<file path="config.mk">
export PLATFORM = sky130hd
export DESIGN_NAME = game_mem
export DESIGN_NICKNAME = d
export VERILOG_FILES = /design/src/hw/sdram_map_pkg.sv /design/src/hw/rom_loader.sv /design/src/hw/ram_slot.sv /design/src/hw/rom_byte_slot.sv /design/src/hw/bank_arbiter.sv /design/src/hw/game_mem.sv
export SDC_FILE = /design/constraint.sdc
export NUM_CORES = 1
export LEC_CHECK = 0
export BUFFER_PORTS_ARGS = -buffer_cell sky130_fd_sc_hd__buf_2
export CORE_MARGIN = 5
export CORE_UTILIZATION = 54
export CTS_CLUSTER_DIAMETER = 150
export CTS_CLUSTER_SIZE = 24
export DETAILED_ROUTE_END_ITERATION = 10
export GPL_TIMING_DRIVEN = 0
export HOLD_SLACK_MARGIN = 0.02
export PLACE_DENSITY = 0.78
export SLEW_MARGIN = 25
export SYNTH_ARGS = -nofsm -noshare
export SYNTH_HDL_FRONTEND = slang
export SYNTH_SLANG_ARGS = --single-unit
</file>
<file path="constraint.sdc">
create_clock -name clk -period 4.4 [get_ports clk]
set_input_delay 0 -clock clk [delete_from_list [all_inputs] [get_ports clk]]
set_output_delay 0 -clock clk [all_outputs]
set_load 0.05 [all_outputs]
</file>
<file path="src/hw/sdram_map_pkg.sv">
// SDRAM bank map definitions

package sdram_map_pkg;

    // SDRAM word address width
    localparam int sdram_aw = 23;

    // Region base offsets in 16-bit words
    localparam logic [sdram_aw-1:0] vram_offset = 23'h20_0000;  // Video RAM
    localparam logic [sdram_aw-1:0] wram_offset = 23'h30_0000;  // Work RAM
    localparam logic [sdram_aw-1:0] snd_offset  = 23'h38_0000;  // Sound CPU ROM

    // Current holder of the bank port
    typedef enum logic [1:0] {
        owner_none,
        owner_load,
        owner_ram,
        owner_snd
    } owner_e;

endpackage

</file>
<file path="src/hw/rom_loader.sv">
// ROM download word packer
`timescale 1ns/1ps

module rom_loader (
    input  logic        clk,
    input  logic        rst_n,
    input  logic        downloading,
    input  logic [24:0] ioctl_addr,
    input  logic [ 7:0] ioctl_data,
    input  logic        ioctl_wr,
    output logic        dwnld_busy,
    output logic        req,
    output logic [sdram_map_pkg::sdram_aw-1:0] addr,
    output logic [15:0] din,
    output logic [ 1:0] mask,     // Active low byte enables
    input  logic        ack
);

    logic [ 7:0] even_byte;
    logic [sdram_map_pkg::sdram_aw-1:0] even_addr;
    logic        even_pend;
    logic        take, wr_even, wr_odd, pair, flush_now;

    // Bytes beyond the 8M-word range are dropped
    assign take      = !req && downloading && ioctl_wr && !ioctl_addr[24];
    assign wr_even   = take && !ioctl_addr[0];
    assign wr_odd    = take && ioctl_addr[0];
    assign pair      = even_pend && (even_addr == ioctl_addr[23:1]);
    // Lone even byte goes out at the end of the download or when a new word starts
    assign flush_now = even_pend && !req && (!downloading || (wr_even && !pair));

    assign dwnld_busy = req;

    always_ff @(posedge clk or negedge rst_n) begin
        if (!rst_n) begin
            req       <= 1'b0;
            even_pend <= 1'b0;
        end else begin
            if (req && ack)
                req <= 1'b0;
            else if (wr_odd || flush_now)
                req <= 1'b1;
            if (wr_even)
                even_pend <= 1'b1;
            else if ((wr_odd && pair) || flush_now)
                even_pend <= 1'b0;
        end
    end

    always_ff @(posedge clk) begin
        if (wr_even) begin
            even_byte <= ioctl_data;
            even_addr <= ioctl_addr[23:1];
        end
        if (wr_odd) begin
            addr <= ioctl_addr[23:1];
            din  <= {ioctl_data, pair ? even_byte : 8'h00};
            mask <= pair ? 2'b00 : 2'b01;   // High byte only when unpaired
        end else if (flush_now) begin
            addr <= even_addr;
            din  <= {8'h00, even_byte};
            mask <= 2'b10;
        end
    end

endmodule

</file>
<file path="src/hw/ram_slot.sv">
// Main CPU RAM slot
`timescale 1ns/1ps

module ram_slot #(
    parameter int ram_aw = 17
) (
    input  logic              clk,
    input  logic              rst_n,
    input  logic              ram_cs,
    input  logic              vram_cs,
    input  logic              rnw,
    input  logic [ram_aw-1:0] cpu_addr,
    input  logic [15:0]       cpu_din,
    input  logic [ 1:0]       dsn,
    output logic              ok,
    output logic [15:0]       dout,
    output logic              req,
    output logic [sdram_map_pkg::sdram_aw-1:0] addr,
    output logic              we,
    output logic [15:0]       din,
    output logic [ 1:0]       mask,
    input  logic              ack,
    input  logic              rdy,
    input  logic [15:0]       data_read
);

    localparam int aw = sdram_map_pkg::sdram_aw;

    logic          cs;
    logic          wait_rdy;
    logic          busy;
    logic          changed;
    logic          launch;
    logic [aw-1:0] full_addr;

    assign cs        = ram_cs | vram_cs;
    // Work RAM takes precedence if both selects are up
    assign full_addr = (ram_cs ? sdram_map_pkg::wram_offset : sdram_map_pkg::vram_offset)
                     + {{(aw-ram_aw){1'b0}}, cpu_addr};
    assign changed   = (full_addr != addr) || (rnw == we);
    assign busy      = req | wait_rdy;
    assign launch    = cs && !busy && (!ok || changed);

    always_ff @(posedge clk or negedge rst_n) begin
        if (!rst_n) begin
            req      <= 1'b0;
            wait_rdy <= 1'b0;
            ok       <= 1'b0;
        end else if (launch) begin
            req <= 1'b1;
            ok  <= 1'b0;
        end else if (req && ack) begin
            req      <= 1'b0;
            wait_rdy <= !we;              // Reads still owe data
            ok       <= we && cs && !changed;
        end else if (wait_rdy && rdy) begin
            wait_rdy <= 1'b0;
            ok       <= cs && !changed;
        end else if (!cs || changed) begin
            ok <= 1'b0;
        end
    end

    // Request payload and read-return latch
    always_ff @(posedge clk) begin
        if (launch) begin
            addr <= full_addr;
            we   <= !rnw;
            din  <= cpu_din;
            mask <= dsn;
        end
        if (wait_rdy && rdy)
            dout <= data_read;
    end

endmodule

</file>
<file path="src/hw/rom_byte_slot.sv">
// Sound CPU ROM slot with word cache
`timescale 1ns/1ps

module rom_byte_slot #(
    parameter int snd_aw = 16
) (
    input  logic              clk,
    input  logic              rst_n,
    input  logic              clr,
    input  logic              cs,
    input  logic [snd_aw-1:0] byte_addr,
    output logic              ok,
    output logic [ 7:0]       dout,
    output logic              req,
    output logic [sdram_map_pkg::sdram_aw-1:0] addr,
    input  logic              ack,
    input  logic              rdy,
    input  logic [15:0]       data_read
);

    localparam int aw = sdram_map_pkg::sdram_aw;
    localparam int wa = snd_aw - 1;     // Word address bits

    logic [wa-1:0] word_addr;
    logic [wa-1:0] tag;
    logic [wa-1:0] fetch_tag;
    logic [15:0]   cache_data;
    logic          cache_valid;
    logic          fill_ok;             // Cleared if clr hits an open fetch
    logic          wait_rdy;
    logic          hit;
    logic          launch;

    assign word_addr = byte_addr[snd_aw-1:1];
    assign hit       = cache_valid && (tag == word_addr);
    assign launch    = cs && !hit && !req && !wait_rdy;

    always_ff @(posedge clk or negedge rst_n) begin
        if (!rst_n) begin
            req         <= 1'b0;
            wait_rdy    <= 1'b0;
            ok          <= 1'b0;
            cache_valid <= 1'b0;
            fill_ok     <= 1'b0;
        end else begin
            ok <= cs && hit && !clr;
            if (launch) begin
                req     <= 1'b1;
                fill_ok <= 1'b1;
            end else if (req && ack) begin
                req      <= 1'b0;
                wait_rdy <= 1'b1;
            end else if (wait_rdy && rdy) begin
                wait_rdy <= 1'b0;
            end
            if (clr) begin
                cache_valid <= 1'b0;
                fill_ok     <= 1'b0;
            end else if (wait_rdy && rdy) begin
                cache_valid <= fill_ok;
            end
        end
    end

    always_ff @(posedge clk) begin
        if (launch) begin
            addr      <= sdram_map_pkg::snd_offset + {{(aw-wa){1'b0}}, word_addr};
            fetch_tag <= word_addr;
        end
        if (wait_rdy && rdy) begin
            cache_data <= data_read;
            tag        <= fetch_tag;
        end
        dout <= byte_addr[0] ? cache_data[15:8] : cache_data[7:0];  // Odd is high byte
    end

endmodule

</file>
<file path="src/hw/bank_arbiter.sv">
// SDRAM bank arbiter
`timescale 1ns/1ps

module bank_arbiter (
    input  logic        clk,
    input  logic        rst_n,
    // Write-only download writer
    input  logic        load_req,
    input  logic [sdram_map_pkg::sdram_aw-1:0] load_addr,
    input  logic [15:0] load_din,
    input  logic [ 1:0] load_mask,
    output logic        load_ack,
    // Main CPU RAM
    input  logic        ram_req,
    input  logic [sdram_map_pkg::sdram_aw-1:0] ram_addr,
    input  logic        ram_we,
    input  logic [15:0] ram_din,
    input  logic [ 1:0] ram_mask,
    output logic        ram_ack,
    output logic        ram_rdy,
    // Read-only sound ROM
    input  logic        snd_req,
    input  logic [sdram_map_pkg::sdram_aw-1:0] snd_addr,
    output logic        snd_ack,
    output logic        snd_rdy,
    // SDRAM port
    output logic [sdram_map_pkg::sdram_aw-1:0] sdram_addr,
    output logic        sdram_rd,
    output logic        sdram_wr,
    output logic [15:0] sdram_din,
    output logic [ 1:0] sdram_wrmask,
    input  logic        sdram_ack,
    input  logic        data_rdy
);

    sdram_map_pkg::owner_e owner;
    sdram_map_pkg::owner_e winner;
    logic                  acked;       // Read accepted, data pending
    logic                  active;
    logic                  cur_we;
    logic                  port_ack;
    logic                  port_rdy;

    // Fixed priority with the loader first, then RAM, then sound
    always_comb begin
        if (load_req)
            winner = sdram_map_pkg::owner_load;
        else if (ram_req)
            winner = sdram_map_pkg::owner_ram;
        else if (snd_req)
            winner = sdram_map_pkg::owner_snd;
        else
            winner = sdram_map_pkg::owner_none;
    end

    always_comb begin
        cur_we       = 1'b0;
        sdram_addr   = '0;
        sdram_din    = 16'h0000;
        sdram_wrmask = 2'b11;
        case (owner)
            sdram_map_pkg::owner_load: begin
                cur_we       = 1'b1;
                sdram_addr   = load_addr;
                sdram_din    = load_din;
                sdram_wrmask = load_mask;
            end
            sdram_map_pkg::owner_ram: begin
                cur_we       = ram_we;
                sdram_addr   = ram_addr;
                sdram_din    = ram_din;
                sdram_wrmask = ram_mask;
            end
            sdram_map_pkg::owner_snd: sdram_addr = snd_addr;
            default: ;
        endcase
    end

    assign active   = owner != sdram_map_pkg::owner_none;
    assign sdram_rd = active && !acked && !cur_we;
    assign sdram_wr = active && cur_we;
    assign port_ack = active && !acked && sdram_ack;
    assign port_rdy = acked && data_rdy;

    // Handshakes go back to the current owner only
    assign load_ack = port_ack && owner == sdram_map_pkg::owner_load;
    assign ram_ack  = port_ack && owner == sdram_map_pkg::owner_ram;
    assign snd_ack  = port_ack && owner == sdram_map_pkg::owner_snd;
    assign ram_rdy  = port_rdy && owner == sdram_map_pkg::owner_ram;
    assign snd_rdy  = port_rdy && owner == sdram_map_pkg::owner_snd;

    always_ff @(posedge clk or negedge rst_n) begin
        if (!rst_n) begin
            owner <= sdram_map_pkg::owner_none;
            acked <= 1'b0;
        end else if (!active) begin
            owner <= winner;
            acked <= 1'b0;
        end else if (port_ack) begin
            if (cur_we)
                owner <= sdram_map_pkg::owner_none;  // Writes end on ack
            else
                acked <= 1'b1;
        end else if (port_rdy) begin
            owner <= sdram_map_pkg::owner_none;
            acked <= 1'b0;
        end
    end

endmodule

</file>
<file path="src/hw/game_mem.sv">
// Game SDRAM access layer
`timescale 1ns/1ps

module game_mem #(
    parameter int ram_aw = 17,
    parameter int snd_aw = 16
) (
    input  logic              clk,
    input  logic              rst_n,
    // ROM download
    input  logic              downloading,
    input  logic [24:0]       ioctl_addr,
    input  logic [ 7:0]       ioctl_data,
    input  logic              ioctl_wr,
    output logic              dwnld_busy,
    // Main CPU
    input  logic              main_ram_cs,
    input  logic              main_vram_cs,
    input  logic              main_rnw,
    input  logic [ram_aw-1:0] main_addr,
    input  logic [15:0]       main_dout,
    input  logic [ 1:0]       dsn,
    output logic              main_ram_ok,
    output logic [15:0]       main_ram_data,
    // Sound CPU
    input  logic              snd_cs,
    input  logic [snd_aw-1:0] snd_addr,
    output logic              snd_ok,
    output logic [ 7:0]       snd_data,
    // SDRAM
    output logic [sdram_map_pkg::sdram_aw-1:0] sdram_addr,
    output logic              sdram_rd,
    output logic              sdram_wr,
    output logic [15:0]       sdram_din,
    output logic [ 1:0]       sdram_wrmask,
    input  logic              sdram_ack,
    input  logic              data_rdy,
    input  logic [15:0]       data_read
);

    localparam int aw = sdram_map_pkg::sdram_aw;

    logic          load_req, load_ack;
    logic [aw-1:0] load_addr;
    logic [15:0]   load_din;
    logic [ 1:0]   load_mask;
    logic          ram_req, ram_we, ram_ack, ram_rdy;
    logic [aw-1:0] ram_addr;
    logic [15:0]   ram_din;
    logic [ 1:0]   ram_mask;
    logic          snd_req, snd_ack, snd_rdy;
    logic [aw-1:0] snd_sd_addr;
    logic          dl_last;
    logic          cache_clr;

    // Flush the sound cache as a download begins
    always_ff @(posedge clk or negedge rst_n) begin
        if (!rst_n)
            dl_last <= 1'b0;
        else
            dl_last <= downloading;
    end
    assign cache_clr = downloading & ~dl_last;

    rom_loader u_loader (
        .clk         ( clk          ),
        .rst_n       ( rst_n        ),
        .downloading ( downloading  ),
        .ioctl_addr  ( ioctl_addr   ),
        .ioctl_data  ( ioctl_data   ),
        .ioctl_wr    ( ioctl_wr     ),
        .dwnld_busy  ( dwnld_busy   ),
        .req         ( load_req     ),
        .addr        ( load_addr    ),
        .din         ( load_din     ),
        .mask        ( load_mask    ),
        .ack         ( load_ack     )
    );

    ram_slot #(.ram_aw(ram_aw)) u_ram (
        .clk         ( clk          ),
        .rst_n       ( rst_n        ),
        .ram_cs      ( main_ram_cs  ),
        .vram_cs     ( main_vram_cs ),
        .rnw         ( main_rnw     ),
        .cpu_addr    ( main_addr    ),
        .cpu_din     ( main_dout    ),
        .dsn         ( dsn          ),
        .ok          ( main_ram_ok  ),
        .dout        ( main_ram_data),
        .req         ( ram_req      ),
        .addr        ( ram_addr     ),
        .we          ( ram_we       ),
        .din         ( ram_din      ),
        .mask        ( ram_mask     ),
        .ack         ( ram_ack      ),
        .rdy         ( ram_rdy      ),
        .data_read   ( data_read    )
    );

    rom_byte_slot #(.snd_aw(snd_aw)) u_snd (
        .clk         ( clk          ),
        .rst_n       ( rst_n        ),
        .clr         ( cache_clr    ),
        .cs          ( snd_cs       ),
        .byte_addr   ( snd_addr     ),
        .ok          ( snd_ok       ),
        .dout        ( snd_data     ),
        .req         ( snd_req      ),
        .addr        ( snd_sd_addr  ),
        .ack         ( snd_ack      ),
        .rdy         ( snd_rdy      ),
        .data_read   ( data_read    )
    );

    bank_arbiter u_arb (
        .clk          ( clk          ),
        .rst_n        ( rst_n        ),
        .load_req     ( load_req     ),
        .load_addr    ( load_addr    ),
        .load_din     ( load_din     ),
        .load_mask    ( load_mask    ),
        .load_ack     ( load_ack     ),
        .ram_req      ( ram_req      ),
        .ram_addr     ( ram_addr     ),
        .ram_we       ( ram_we       ),
        .ram_din      ( ram_din      ),
        .ram_mask     ( ram_mask     ),
        .ram_ack      ( ram_ack      ),
        .ram_rdy      ( ram_rdy      ),
        .snd_req      ( snd_req      ),
        .snd_addr     ( snd_sd_addr  ),
        .snd_ack      ( snd_ack      ),
        .snd_rdy      ( snd_rdy      ),
        .sdram_addr   ( sdram_addr   ),
        .sdram_rd     ( sdram_rd     ),
        .sdram_wr     ( sdram_wr     ),
        .sdram_din    ( sdram_din    ),
        .sdram_wrmask ( sdram_wrmask ),
        .sdram_ack    ( sdram_ack    ),
        .data_rdy     ( data_rdy     )
    );

endmodule

</file>
After elaboration in Yosys (flattened, before gate mapping)
Index checks and enable logic that the tools add are counted.
- register bits: 221
- output and inout bits: 70
- logic and storage cells: 165
- add/sub/neg operators: 2
- equal/unequal tests: 10
- multiplexer cells: 45
- bitwise gates (word level): 6
- reductions and logical operators: 74
- operators by type and width (kind ; number):
    23-bit case mux with 3 select lines ; 1
    23-bit two-way mux ; 2
    1-bit logical AND ; 36
    16-bit two-way mux ; 2
    16-bit case mux with 2 select lines ; 1
    1-bit two-way mux ; 25
    22-bit by 15-bit adder with 23-bit output, first input constant ; 1
    23-bit by 17-bit adder with 23-bit output ; 1
    23-bit == test ; 1
    23-bit != test ; 1
    21-bit two-way mux ; 1
    2-bit nonzero test ; 10
    2-bit two-way mux ; 9
    1-bit zero test ; 17
    8-bit two-way mux ; 2
    15-bit == test ; 1
    3-bit != test, second input constant ; 3
    2-bit AND reduction ; 4
    1-bit logical OR ; 6
    2-bit == test, second input constant ; 2
    2-bit case mux with 2 select lines ; 1
    4-bit nonzero test ; 1
    1-bit NOT ; 3
    2-bit by 1-bit == test with 1-bit output, second input constant ; 1
    other kinds (4) ; 5

Longest topological paths before layout
Gate-level depths: netlist of run 1.
- depth in word-level cells: 11
- gate-level depth with buffers: 8
- gate-level depth less buffers: 7

Hierarchy
A second synthesis of run 1 with hierarchy kept.
- cell total of the unflattened synthesis: 593
- area total of the unflattened synthesis: 8226.6 um2
- by module, submodules not included (module ; times used ; cells each ; area each (um2) ; seq. area each (um2)):
    rom_loader ; 1 ; 238 ; 3078.0 ; 2212.1
    rom_byte_slot ; 1 ; 116 ; 2094.5 ; 1666.6
    ram_slot ; 1 ; 105 ; 2021.9 ; 1666.6
    bank_arbiter ; 1 ; 132 ; 993.5 ; 75.1
    game_mem ; 1 ; 2 ; 38.8 ; 25.0

Worst setup path after synthesis of run 1
OpenSTA, ideal clock, no wires.
- path kind: register -> register
- start point: reg u_loader.req, in the netlist u_loader.dwnld_busy
- end point: reg u_loader.addr[0] (netlist name), enable pin
- library setup time: 0.445 ns
- arrival: 3.214 ns
- required time: 3.955 ns
- path slack: 0.742 ns
- stages on the path, launching flop included: 6
- buffers on the path: 1
- period minus slack after synthesis: 3.658 ns
- cells stage by stage: dfrtp_1 nor4bb_1 buf_2 and3_1 inv_1 o21ai_1
- word-level cells in the longest chain between the ends: 9
- ends and longest elaborated chain (what ; RTL line ; RTL):
    start: declaration ; rom_loader.sv:12 ; output logic req,
    start signal: assignment ; rom_loader.sv:36 ; req <= 1'b0;
    start signal: assignment ; rom_loader.sv:40 ; req <= 1'b0;
    start signal: assignment ; rom_loader.sv:42 ; req <= 1'b1;
    1-bit zero test * ; rom_loader.sv:25, rom_loader.sv:30 ;
    1-bit logical AND (3 in series) ; rom_loader.sv:25 ; assign take = !req && downloading && ioctl_wr && !ioctl_addr[24];
    1-bit logical AND ; rom_loader.sv:26 ; assign wr_even = take && !ioctl_addr[0];
    1-bit logical AND ; rom_loader.sv:30 ; assign flush_now = even_pend && !req && (!downloading || (wr_even && !pair));
    1-bit logical OR ; rom_loader.sv:30 ;
    1-bit logical AND ; rom_loader.sv:30 ;
    2-bit nonzero test (no source line) * ; - ;
    end signal: assignment ; rom_loader.sv:56 ; addr <= ioctl_addr[23:1];
    end signal: assignment ; rom_loader.sv:60 ; addr <= even_addr;
    end: declaration ; rom_loader.sv:13 ; output logic [sdram_map_pkg::sdram_aw-1:0] addr,
Every way passes the cells marked *; elsewhere a longest branch is shown, timed or not.
A chain may end at the register's enable or synchronous reset.

Final worst setup path of run 1
- start point: reg u_loader.req, in the netlist u_loader.dwnld_busy
- end point: reg u_loader.din[15], enable pin
- word-level cells in the longest chain between the ends: 9
- ends and longest elaborated chain (what ; RTL line ; RTL):
    1-bit zero test * ; rom_loader.sv:25, rom_loader.sv:30 ;
    1-bit logical AND (3 in series) ; rom_loader.sv:25 ;
    1-bit logical AND ; rom_loader.sv:26 ;
    1-bit logical AND ; rom_loader.sv:30 ;
    1-bit logical OR ; rom_loader.sv:30 ;
    1-bit logical AND ; rom_loader.sv:30 ;
    2-bit nonzero test (no source line) * ; - ;
    end signal: assignment ; rom_loader.sv:57 ; din <= {ioctl_data, pair ? even_byte : 8'h00};
    end signal: assignment ; rom_loader.sv:61 ; din <= {8'h00, even_byte};
    end: declaration ; rom_loader.sv:14 ; output logic [15:0] din,
Marks and branches as above.

==> results of run 1 <==
-- metal layers --
layer / GRT usage, % / part of all wire [%]
met3: 4.42 / 8.1
met1: 30.4 / 38
met4: 10.7 / 3.6
met5: 0 / 0
met2: 40.8 / 50
-- synth_stat cells, types with 2 or more instances --
| library cell | count |
|---|---|
| sky130_fd_sc_hd__nor3b_1 | 2 |
| sky130_fd_sc_hd__and2_1 | 5 |
| sky130_fd_sc_hd__a221oi_1 | 2 |
| sky130_fd_sc_hd__a21o_1 | 3 |
| sky130_fd_sc_hd__a22oi_1 | 20 |
| sky130_fd_sc_hd__edfxtp_1 | 171 |
| sky130_fd_sc_hd__nand2_1 | 80 |
| sky130_fd_sc_hd__xor2_1 | 7 |
| sky130_fd_sc_hd__nand2b_1 | 3 |
| sky130_fd_sc_hd__a222oi_1 | 15 |
| sky130_fd_sc_hd__o21ai_0 | 6 |
| sky130_fd_sc_hd__buf_2 | 7 |
| sky130_fd_sc_hd__nand4_1 | 13 |
| sky130_fd_sc_hd__o21ai_1 | 2 |
| sky130_fd_sc_hd__nand3_1 | 5 |
| sky130_fd_sc_hd__nor2_1 | 28 |
| sky130_fd_sc_hd__nor4_1 | 2 |
| sky130_fd_sc_hd__ha_1 | 4 |
| sky130_fd_sc_hd__dfrtp_1 | 14 |
| sky130_fd_sc_hd__mux2_2 | 9 |
| sky130_fd_sc_hd__a21oi_1 | 2 |
| sky130_fd_sc_hd__nor2b_1 | 24 |
| sky130_fd_sc_hd__xnor2_1 | 50 |
| sky130_fd_sc_hd__inv_1 | 8 |
| sky130_fd_sc_hd__clkbuf_1 | 13 |
| sky130_fd_sc_hd__nor3_1 | 2 |
| sky130_fd_sc_hd__and4_1 | 2 |
| sky130_fd_sc_hd__and3_1 | 10 |
| sky130_fd_sc_hd__dfxtp_1 | 8 |
| sky130_fd_sc_hd__buf_1 | 2 |
| sky130_fd_sc_hd__a211oi_1 | 2 |
-- cell families (layout without fill, tap and decap cells) --
| family | count (synthesis) | count (layout) | share of synthesized area [%] |
|---|---|---|---|
| adders and majority gates | 4 | 4 | 0.640 |
| muxes | 9 | 9 | 1.30 |
| DFF | 193 | 193 | 72.2 |
| AOI/OAI and AO/OA | 60 | 60 | 6.06 |
| buffers and inverters | 32 | 355 | 1.73 |
| xor gates and xnor gates | 57 | 57 | 6.38 |
| and+or+nand+nor | 183 | 183 | 11.7 |
| other | 0 | 1 | 0 |
-- sequential cells by signal, indices dropped and copies added (netlist names), 16 cells and up --
register	flops
u_ram.dout	16
u_ram.addr	18
u_ram.din	16
u_snd.cache_data	16
u_loader.addr	23
u_loader.din	16
u_loader.even_addr	23
-- power by group --
group          internal, mW  switching, mW  leakage (nW)
Sequential             2.20          0.115          1.79
Combinational         0.594           1.45          2.13
Clock                  1.01          0.663         0.308
-- worst min-delay path by stage --
stage              start                    end  cells past startpoint  slack [ns]
6_report       sdram_ack  u_ram.req$_DFFE_PN0P_                      4        0.06
5_1_grt        sdram_ack  u_ram.req$_DFFE_PN0P_                      4        0.08
4_1_cts        sdram_ack  u_ram.req$_DFFE_PN0P_                      4        0.04
3_5_place_dp       rst_n     u_snd.ok$_DFF_PN0_                      1       -0.07
3_3_place_gp       rst_n     u_snd.ok$_DFF_PN0_                      1       -0.08
2_1_floorplan      rst_n      dl_last$_DFF_PN0_                      0       -0.30
-- timing repair --
action | 4_1_cts | 5_1_grt
endpoints found under the hold margin | 167 | 0
setup buffers | 0 | 0
hold buffers | 107 | 0
-- critical path, delay by kind of cell (launching register included) --
family	cells	cell delay, ns
flops	1	0.45
compound gates	1	0.60
buf+inv	3	0.60
simple gates	2	0.57
-- area by class of cell --
cell class | count | share of cell area, %
multi-input cells | 313 | 19.2
repair buffers | 291 | 19.2
inverters | 9 | 0.335
flip-flops and latches | 193 | 52.2
plain buffers | 23 | 0.914
diodes | 1 | 0.0231
clock buffers | 18 | 3.97
well taps | 184 | 2.13
clock inverters | 14 | 1.94
-- placed cells by master, fill, tap and decap left out, types with 8 or more instances in the layout --
master	Yosys	final
sky130_fd_sc_hd__xnor2_1	50	50
sky130_fd_sc_hd__dfxtp_1	8	8
sky130_fd_sc_hd__a222oi_1	15	15
sky130_fd_sc_hd__a22oi_1	20	20
sky130_fd_sc_hd__buf_2	7	187
sky130_fd_sc_hd__nor2_1	28	27
sky130_fd_sc_hd__and3_1	10	10
sky130_fd_sc_hd__dlygate4sd3_1	0	107
sky130_fd_sc_hd__mux2_2	9	9
sky130_fd_sc_hd__nand4_1	13	13
sky130_fd_sc_hd__edfxtp_1	171	171
sky130_fd_sc_hd__dfrtp_1	14	14
sky130_fd_sc_hd__clkbuf_16	0	17
sky130_fd_sc_hd__nand2_1	80	80
sky130_fd_sc_hd__nor2b_1	24	24
sky130_fd_sc_hd__clkbuf_1	13	14
-- per-stage QoR --
step,std cells,worst slack (ns),hold WS [ns],cell area (sq um)
floorplan,538,0.742,-0.296,7820
global placement,900,0.0338,-0.0830,8940
detailed placement,906,1.89,-0.0720,9100
CTS,1045,1.89,0.0428,10800
global route,1046,1.72,0.0771,10800
finish,1046,1.88,0.0572,10800
==> run summary, run 1 <==
The final setup skew came out at 0.00868 ns. The number of violations of the max-capacitance limit came out at 0. The detailed router's first-iteration violation count came out at about 660. The total track usage is 24.1%. The power per cell area came out at 557 mW/mm^2. The number of antenna violations at the first check in global routing came out at 1. The detailed-router iteration count before antenna repair came out at 9. The longest individual stage delay on the worst path is approximately 0.60 ns. The critical path required time came out at 4.53 ns. The leakage power figure came out at 4.23 nW. Based on the critical path, the design can be clocked at up to around 0.40 GHz. The max-slew violation total from the final report came out at 0. A synthesized cell averages 14.5 sq um. The number of clock buffers inserted by TritonCTS came out at 17. Cells fill ~75% of the core in the end.

The destination of the worst register-to-register timing path is u_loader.din[15]$_SDFFCE_PN0P_. The wire-length estimate of the detail-placed layout is ~13 mm. The initial utilization of the core area, before any placement, comes to a little over half. CTS placed an instance of sky130_fd_sc_hd__clkbuf_16 at the clock tree root. The average wire per standard cell is 19.5 um. The area of the core is 0.0144 sq mm.

The number of top-level pins is 180. The final routed wirelength across all metal layers is just over 20 mm. The top cell type by total area after synthesis is sky130_fd_sc_hd__edfxtp_1.

The number of flip-flops and latches in the synthesized netlist came out at 193. Setup violations remaining at the end of the flow were counted as 0. The largest fanout on the critical path is 21. The H-tree depth is 4. The worst reg2reg path depth came out at 6. The total negative slack came out at 0 ns.

Summing all flip-flop and latch instances after layout gives 0.00565 sq mm. The fraction of synthesized cell area taken by the top area cell type is 65.6%. Data on the critical path arrives at its endpoint at 2.66 ns. STA classifies the critical path endpoint as a flop.

The chip height came out at about 130 um. The final route contains 5742 vias. Setup repair after global routing left no endpoint under its margin. The start-to-end type of the worst setup path is flop to flop. The worst-case register-to-register setup slack is around 1.9 ns. The flow ran to the end, and the final reports show no timing, DRC or antenna violations. The total number of clock tree sinks came out at 193. After layout, the worst path uses 57.3% of the clock period. In this run the critical register-to-register path is launched from u_loader.dwnld_busy$_DFFE_PN0P_. The net count of the finished layout came out at roughly 960. The multi-input combinational cells in the finished layout cover a total of about 0.0021 sq mm. In the post-synthesis netlist, the biggest area contributors are sky130_fd_sc_hd__edfxtp_1, sky130_fd_sc_hd__xnor2_1, sky130_fd_sc_hd__dfrtp_1, sky130_fd_sc_hd__nand2_1, sky130_fd_sc_hd__dfxtp_1. The placer's final routability congestion estimate came out at 0.933. The clock latency of the later-clocked register in the worst-skew pair is between 0.4 and 0.5 ns. The count of flip-flops with a built-in enable after synthesis came out at 171. TritonCTS built the clock tree.

The min-delay analysis places its worst path in the category primary input to flop. The count of standard-cell rows came out at 44. The area growth from synthesis to layout came out at 38.3%. The number of nets produced by synthesis came out at 652. The sequential-to-total area share from yosys stat is between 70% and 80%. The count of nets left with antenna violations after detail routing came out at 0. For the pin with the worst max-slew slack, the measured transition is 0.837 ns. The worst vdd rail ir drop is ~0.32 mV. The largest net degree at the start of global routing is 32. Among all stages on the critical path, the largest delay is contributed by sky130_fd_sc_hd__o21ai_4.

Clock-pin slew was measured on the worst setup and hold paths at 0.07 ns. The overall power consumption is 6.03 mW. The number of distinct library cells after synthesis is 48. The count of filler cells inserted in the layout came out at 824.

The die footprint is 0.0170 sq mm. The global-route wire length before repair came out at roughly 31 mm. The vias per cell came out at about 5.5. The number of instances resized during post-cts repair came out at 0. For this run the aggregate overflow at the end of global routing stands at 0. The predominant post-synthesis flop cell is sky130_fd_sc_hd__edfxtp_1. The clock passes through at most 2 buffers. The count of unresolved DRC violations after routing came out at 0.

The worst setup path is launched from a flop. The capture point of the critical path is u_loader.din[15]$_SDFFCE_PN0P_. Subtracting the final worst setup slack from the clock period gives 2.52 ns.

Traced cell by cell, the critical path runs through nor4bb_1 > buf_2 > and3_1 > inv_1 > o21ai_4 > buf_16. Measured along the x axis, the die boundary spans 130 um. In the synthesized netlist, the number of instances is 538. The number of failing hold endpoints at the final stage is 0. The number of port buffers came out at 178. The fraction of final layout cells sized beyond drive strength 1 came out at 28.1%. The critical path starts at u_loader.dwnld_busy$_DFFE_PN0P_. The number of global-route vias before repair came out at just under 6000. The cell area after technology mapping is 0.00782 sq mm. For this run, the number of Yosys warnings is 0.

The worst pin sits at a relative slew slack of 44.2%. After synthesis, the share of flip-flops with an asynchronous set or reset is 7.25%.
Power figures use the tool's default switching activity.
==> inputs of run 2 (changes only) <==
--- a/config.mk
+++ b/config.mk
@@ -5,15 +5,16 @@
 export SDC_FILE = /design/constraint.sdc
 export NUM_CORES = 1
 export LEC_CHECK = 0
+export ABC_AREA = 1
 export BUFFER_PORTS_ARGS = -buffer_cell sky130_fd_sc_hd__buf_2
 export CORE_MARGIN = 5
-export CORE_UTILIZATION = 54
+export CORE_UTILIZATION = 49
 export CTS_CLUSTER_DIAMETER = 150
 export CTS_CLUSTER_SIZE = 24
 export DETAILED_ROUTE_END_ITERATION = 10
 export GPL_TIMING_DRIVEN = 0
 export HOLD_SLACK_MARGIN = 0.02
-export PLACE_DENSITY = 0.78
+export PLACE_DENSITY = 0.74
 export SLEW_MARGIN = 25
 export SYNTH_ARGS = -nofsm -noshare
 export SYNTH_HDL_FRONTEND = slang
==> constraint.sdc (replaced) <==
create_clock -name clk -period 2.07 [get_ports clk]
set_input_delay 0 -clock clk [delete_from_list [all_inputs] [get_ports clk]]
set_output_delay 0 -clock clk [all_outputs]
set_load 0.05 [all_outputs]
==> run 2 against run 1 <==
  * Flip-flop and latch count stayed put
  * Critical path depth did not move
  * Critical endpoint is now sdram_addr[21]
  * Hold slack improved by 0.0023 ns
  * Critical path type is now flop to output pin
  * Combinational power up 130%
==> run summary, run 2 <==
TritonCTS built the clock tree. The H-tree depth is 4. Counting distinct cell types in the post-synthesis netlist gives 38. The worst setup path is of the flop to output pin kind.

In this run the core area contains 47 standard-cell rows. By instance count, the leading cell after synthesis is sky130_fd_sc_hd__nand2_1. The average instance in the mapped netlist occupies 10.9 sq um.

In the final layout, flip-flops and latches occupy 0.00565 sq mm. The worst reg2reg path depth is 8. The final setup skew is 0.00846 ns. The largest fanout on the critical path is 10.

The clock period minus worst slack came out at 2.07 ns. Per report_power, the clock group accounts for 24.7% of the total. The worst-case register-to-register setup slack is roughly 0.070 ns.

The placed wire-length estimate after detailed placement is 14.3 mm. Summed over all layers, the global routing overflow is 0. The number of violations of the max-capacitance limit came out at 0.

The die footprint is 0.0195 sq mm. The total negative slack is 0 ns. The total track usage came out at 22.1%. The chip height is 140 um.

After detailed routing, the average wire length per cell comes to 16.2 um. The fraction of final layout cells sized beyond drive strength 1 is 25.4%. Cell internal power was estimated by the tool at between 7 and 8 mW. The detailed router's first-iteration violation count came out at 466. The worst setup timing slack at the placement stage came out at -0.559 ns. The detailed router placed 6385 vias in this run.

STA classifies the critical path startpoint as a flop. The headroom to the max-slew limit came out at 36.4%. After floorplanning, the core was sized to cover 0.0165 sq mm. In the layout the commonest cells are sky130_fd_sc_hd__nand2_1, sky130_fd_sc_hd__edfxtp_1, sky130_fd_sc_hd__buf_2. The worst hold-check slack came out at between 0.05 and 0.06 ns. The predominant post-synthesis flop cell is sky130_fd_sc_hd__edfxtp_1. In this run the worst hold path is classified as primary input to flop. The worst register-to-register path ends at u_ram.din[13]$_DFFE_PN_. The first global-routing pass estimated 33.5 mm of wire. The total number of clock tree sinks came out at 193. The count of unresolved DRC violations after routing came out at 0.

The critical path required time is 2.07 ns. Setup violations remaining at the end of the flow were counted as 0. The count of nets left with antenna violations after detail routing is 0. After synthesis the cells add up to 0.00823 sq mm.

The fraction of synthesized cell area taken by the top area cell type is 62.4%. The critical path arrival came out at 2.07 ns. The overall power consumption came out at 12.6 mW. The count of filler cells inserted in the layout is approximately 1200. The number of stages on the worst hold path is 4. The power per cell area is around 1100 mW/mm^2.

By area the synthesized netlist is led by sky130_fd_sc_hd__edfxtp_1, sky130_fd_sc_hd__nand2_1, sky130_fd_sc_hd__inv_1, sky130_fd_sc_hd__dfrtp_1, sky130_fd_sc_hd__nor2_1. Tracing the worst setup path back leads to its startpoint at u_arb.owner[1]$_DFFE_PN0P_. The footprint of the multi-input gates is 0.00215 sq mm. In this run the most critical hold path is launched from data_rdy.

The number of failing hold endpoints at the final stage came out at 0. The proportion of power drawn by flip-flops and latches came out at 38.6%. The number of port buffers came out at 178.

The fraction of registers with async set or reset after synthesis is ~7.3%. The number of flip-flops and latches in the synthesized netlist is 193. In this run the critical register-to-register path is launched from u_ram.addr[16]$_DFFE_PN_. The switching power came out at 4.84 mW.

The number of top-level pins is 180. The leakage power figure came out at 4.93 nW. The initial cell density of the core is between 40% and 50%. The count of flip-flops with a built-in enable after synthesis came out at 171. The detailed-router iteration count before antenna repair came out at 4. For hold timing, the worst endpoint is u_arb.acked$_DFFE_PN0P_. After layout, the worst path uses between 90% and 100% of the clock period. Setup repair after global routing could not meet its margin everywhere. The clock-pin slew reported for the worst setup and hold paths after clock tree synthesis came out at 0.07 ns. The biggest area contributor in the post-synthesis netlist is sky130_fd_sc_hd__edfxtp_1.

The instance count of the mapped netlist is around 760. The share of power burned in combinational logic is 36.7%. The area growth from synthesis to layout is 37.9%. The maximum count of clock buffers along a single path came out at 2.

The worst vdd rail ir drop is 0.742 mV. The largest registers in the layout are u_loader.addr (23), u_loader.even_addr (23), u_ram.addr (18). The proportion of total power due to net switching is 38.3%.

The number of nets produced by synthesis is 872. Entering global routing, the biggest net connects 42 pins. The post-route worst setup slack is between 0.002 and 0.0025 ns.

By count the netlist is led by sky130_fd_sc_hd__nand2_1, sky130_fd_sc_hd__edfxtp_1, sky130_fd_sc_hd__inv_1. The die outline width came out at 140 um. The final routed wirelength across all metal layers came out at 21.2 mm. The vias per cell came out at 4.89. The transition time at the pin with the least slew margin came out at 0.953 ns. The number of global-route vias before repair is 6345. The highest attainable clock frequency is 0.484 GHz.

The number of antenna violations at the first check in global routing is 0. The most common library cell in the layout ignoring fill and taps is sky130_fd_sc_hd__nand2_1. The cell at the root of the clock tree is sky130_fd_sc_hd__clkbuf_16. The post-layout utilization of the core is 68.7%. The number of clock buffers inserted by TritonCTS is 17. The flow ran to the end, and the final reports show no timing, DRC or antenna violations. The congestion estimate from routability-driven global placement came to between 0.8 and 0.9. During synthesis, Yosys emitted a total of 0 warnings. The max-slew violation total from the final report came to 0.

Of the synthesized area, sequential elements account for 68.6%. The number of antenna diodes is 0. The worst setup path is captured at an output pin. The clock latency of the later-clocked register in the worst-skew pair is 0.42 ns. For this run, the post-layout net count is 1187.
[run 2: cell types whose count changed after synthesis, sizes merged, moves of 20 or more]
cell / delta
o21ai: +30
nor2: +30
nand2: +144
xnor2: -44
a22oi: -20
nor2b: -25
inv: +106
a21oi: +20
[run 2: cell families (layout without fill, tap and decap cells)]
| logic type | count (synthesis) | count (layout) | synth area share (%) |
|---|---|---|---|
| simple gates | 319 | 320 | 16.0 |
| flops | 193 | 193 | 68.6 |
| buf+inv | 137 | 463 | 6.37 |
| compound gates | 78 | 78 | 5.32 |
| xor+xnor | 19 | 19 | 2.02 |
| mux | 8 | 8 | 1.09 |
| fa+ha+maj | 4 | 4 | 0.608 |
[run 2: repair_timing]
item                                   4_1_cts  5_1_grt
setup endpoints to repair                  137      138
endpoints found under the hold margin      167        0
hold buffers                               107        0
setup buffers                                5        3
gates cloned                                 2        0
gates resized for setup                     33       38
pin swaps                                    2        1
[run 2: through the flow]
stage / std cells / area [sq um]
global placement: 1156 / 9440
finish: 1305 / 11400
detailed placement: 1158 / 9470
CTS: 1302 / 11200
global route: 1305 / 11400
floorplan: 758 / 8270
[run 2: power groups by stage]
| stage | Clock, mW | Combinational [mW] | Sequential [mW] |
|---|---|---|---|
| 2_1_floorplan | 0 | 2.87 | 4.96 |
| 3_3_place_gp | 0 | 4.01 | 4.94 |
| 3_5_place_dp | 0 | 4.06 | 4.95 |
| 4_1_cts | 3.18 | 4.44 | 4.87 |
| 5_1_grt | 3.38 | 4.92 | 4.90 |
| 6_report | 3.13 | 4.64 | 4.87 |
[run 2: worst max-delay path: stages (launching register included)]
cell	delay, ns
sky130_fd_sc_hd__dfrtp_1	0.40
sky130_fd_sc_hd__inv_1	0.12
sky130_fd_sc_hd__ha_2	0.26
sky130_fd_sc_hd__clkbuf_4	0.24
sky130_fd_sc_hd__nand2_1	0.06
sky130_fd_sc_hd__a31oi_1	0.27
sky130_fd_sc_hd__buf_4	0.27
[run 2: how the worst max path moves through the flow]
stage	slack, ns	to
2_1_floorplan	-0.14	u_loader.addr[0]$_DFFE_PP_
3_3_place_gp	-0.52	u_ram.din[10]$_DFFE_PN_
3_5_place_dp	-0.56	u_ram.din[11]$_DFFE_PN_
4_1_cts	0.0003	sdram_addr[1]
5_1_grt	-0.09	sdram_addr[0]
6_report	0.002	sdram_addr[21]
[run 2: layout make-up]
cell class              count  share of cell area (%)
flip-flops and latches    193                    49.7
clock inverters            11                    1.01
plain buffers              19                    1.11
repair inverters            1                  0.0661
clock buffers              20                    3.85
multi-input cells         429                    18.9
well taps                 220                    2.42
repair buffers            295                    18.9
inverters                 117                    3.93
[run 2: routing by layer]
metal	track usage (%)	part of all wire (%)
met5	0	0
met1	28.6	41
met2	36.4	50
met3	5.11	5.7
met4	8.67	3.1
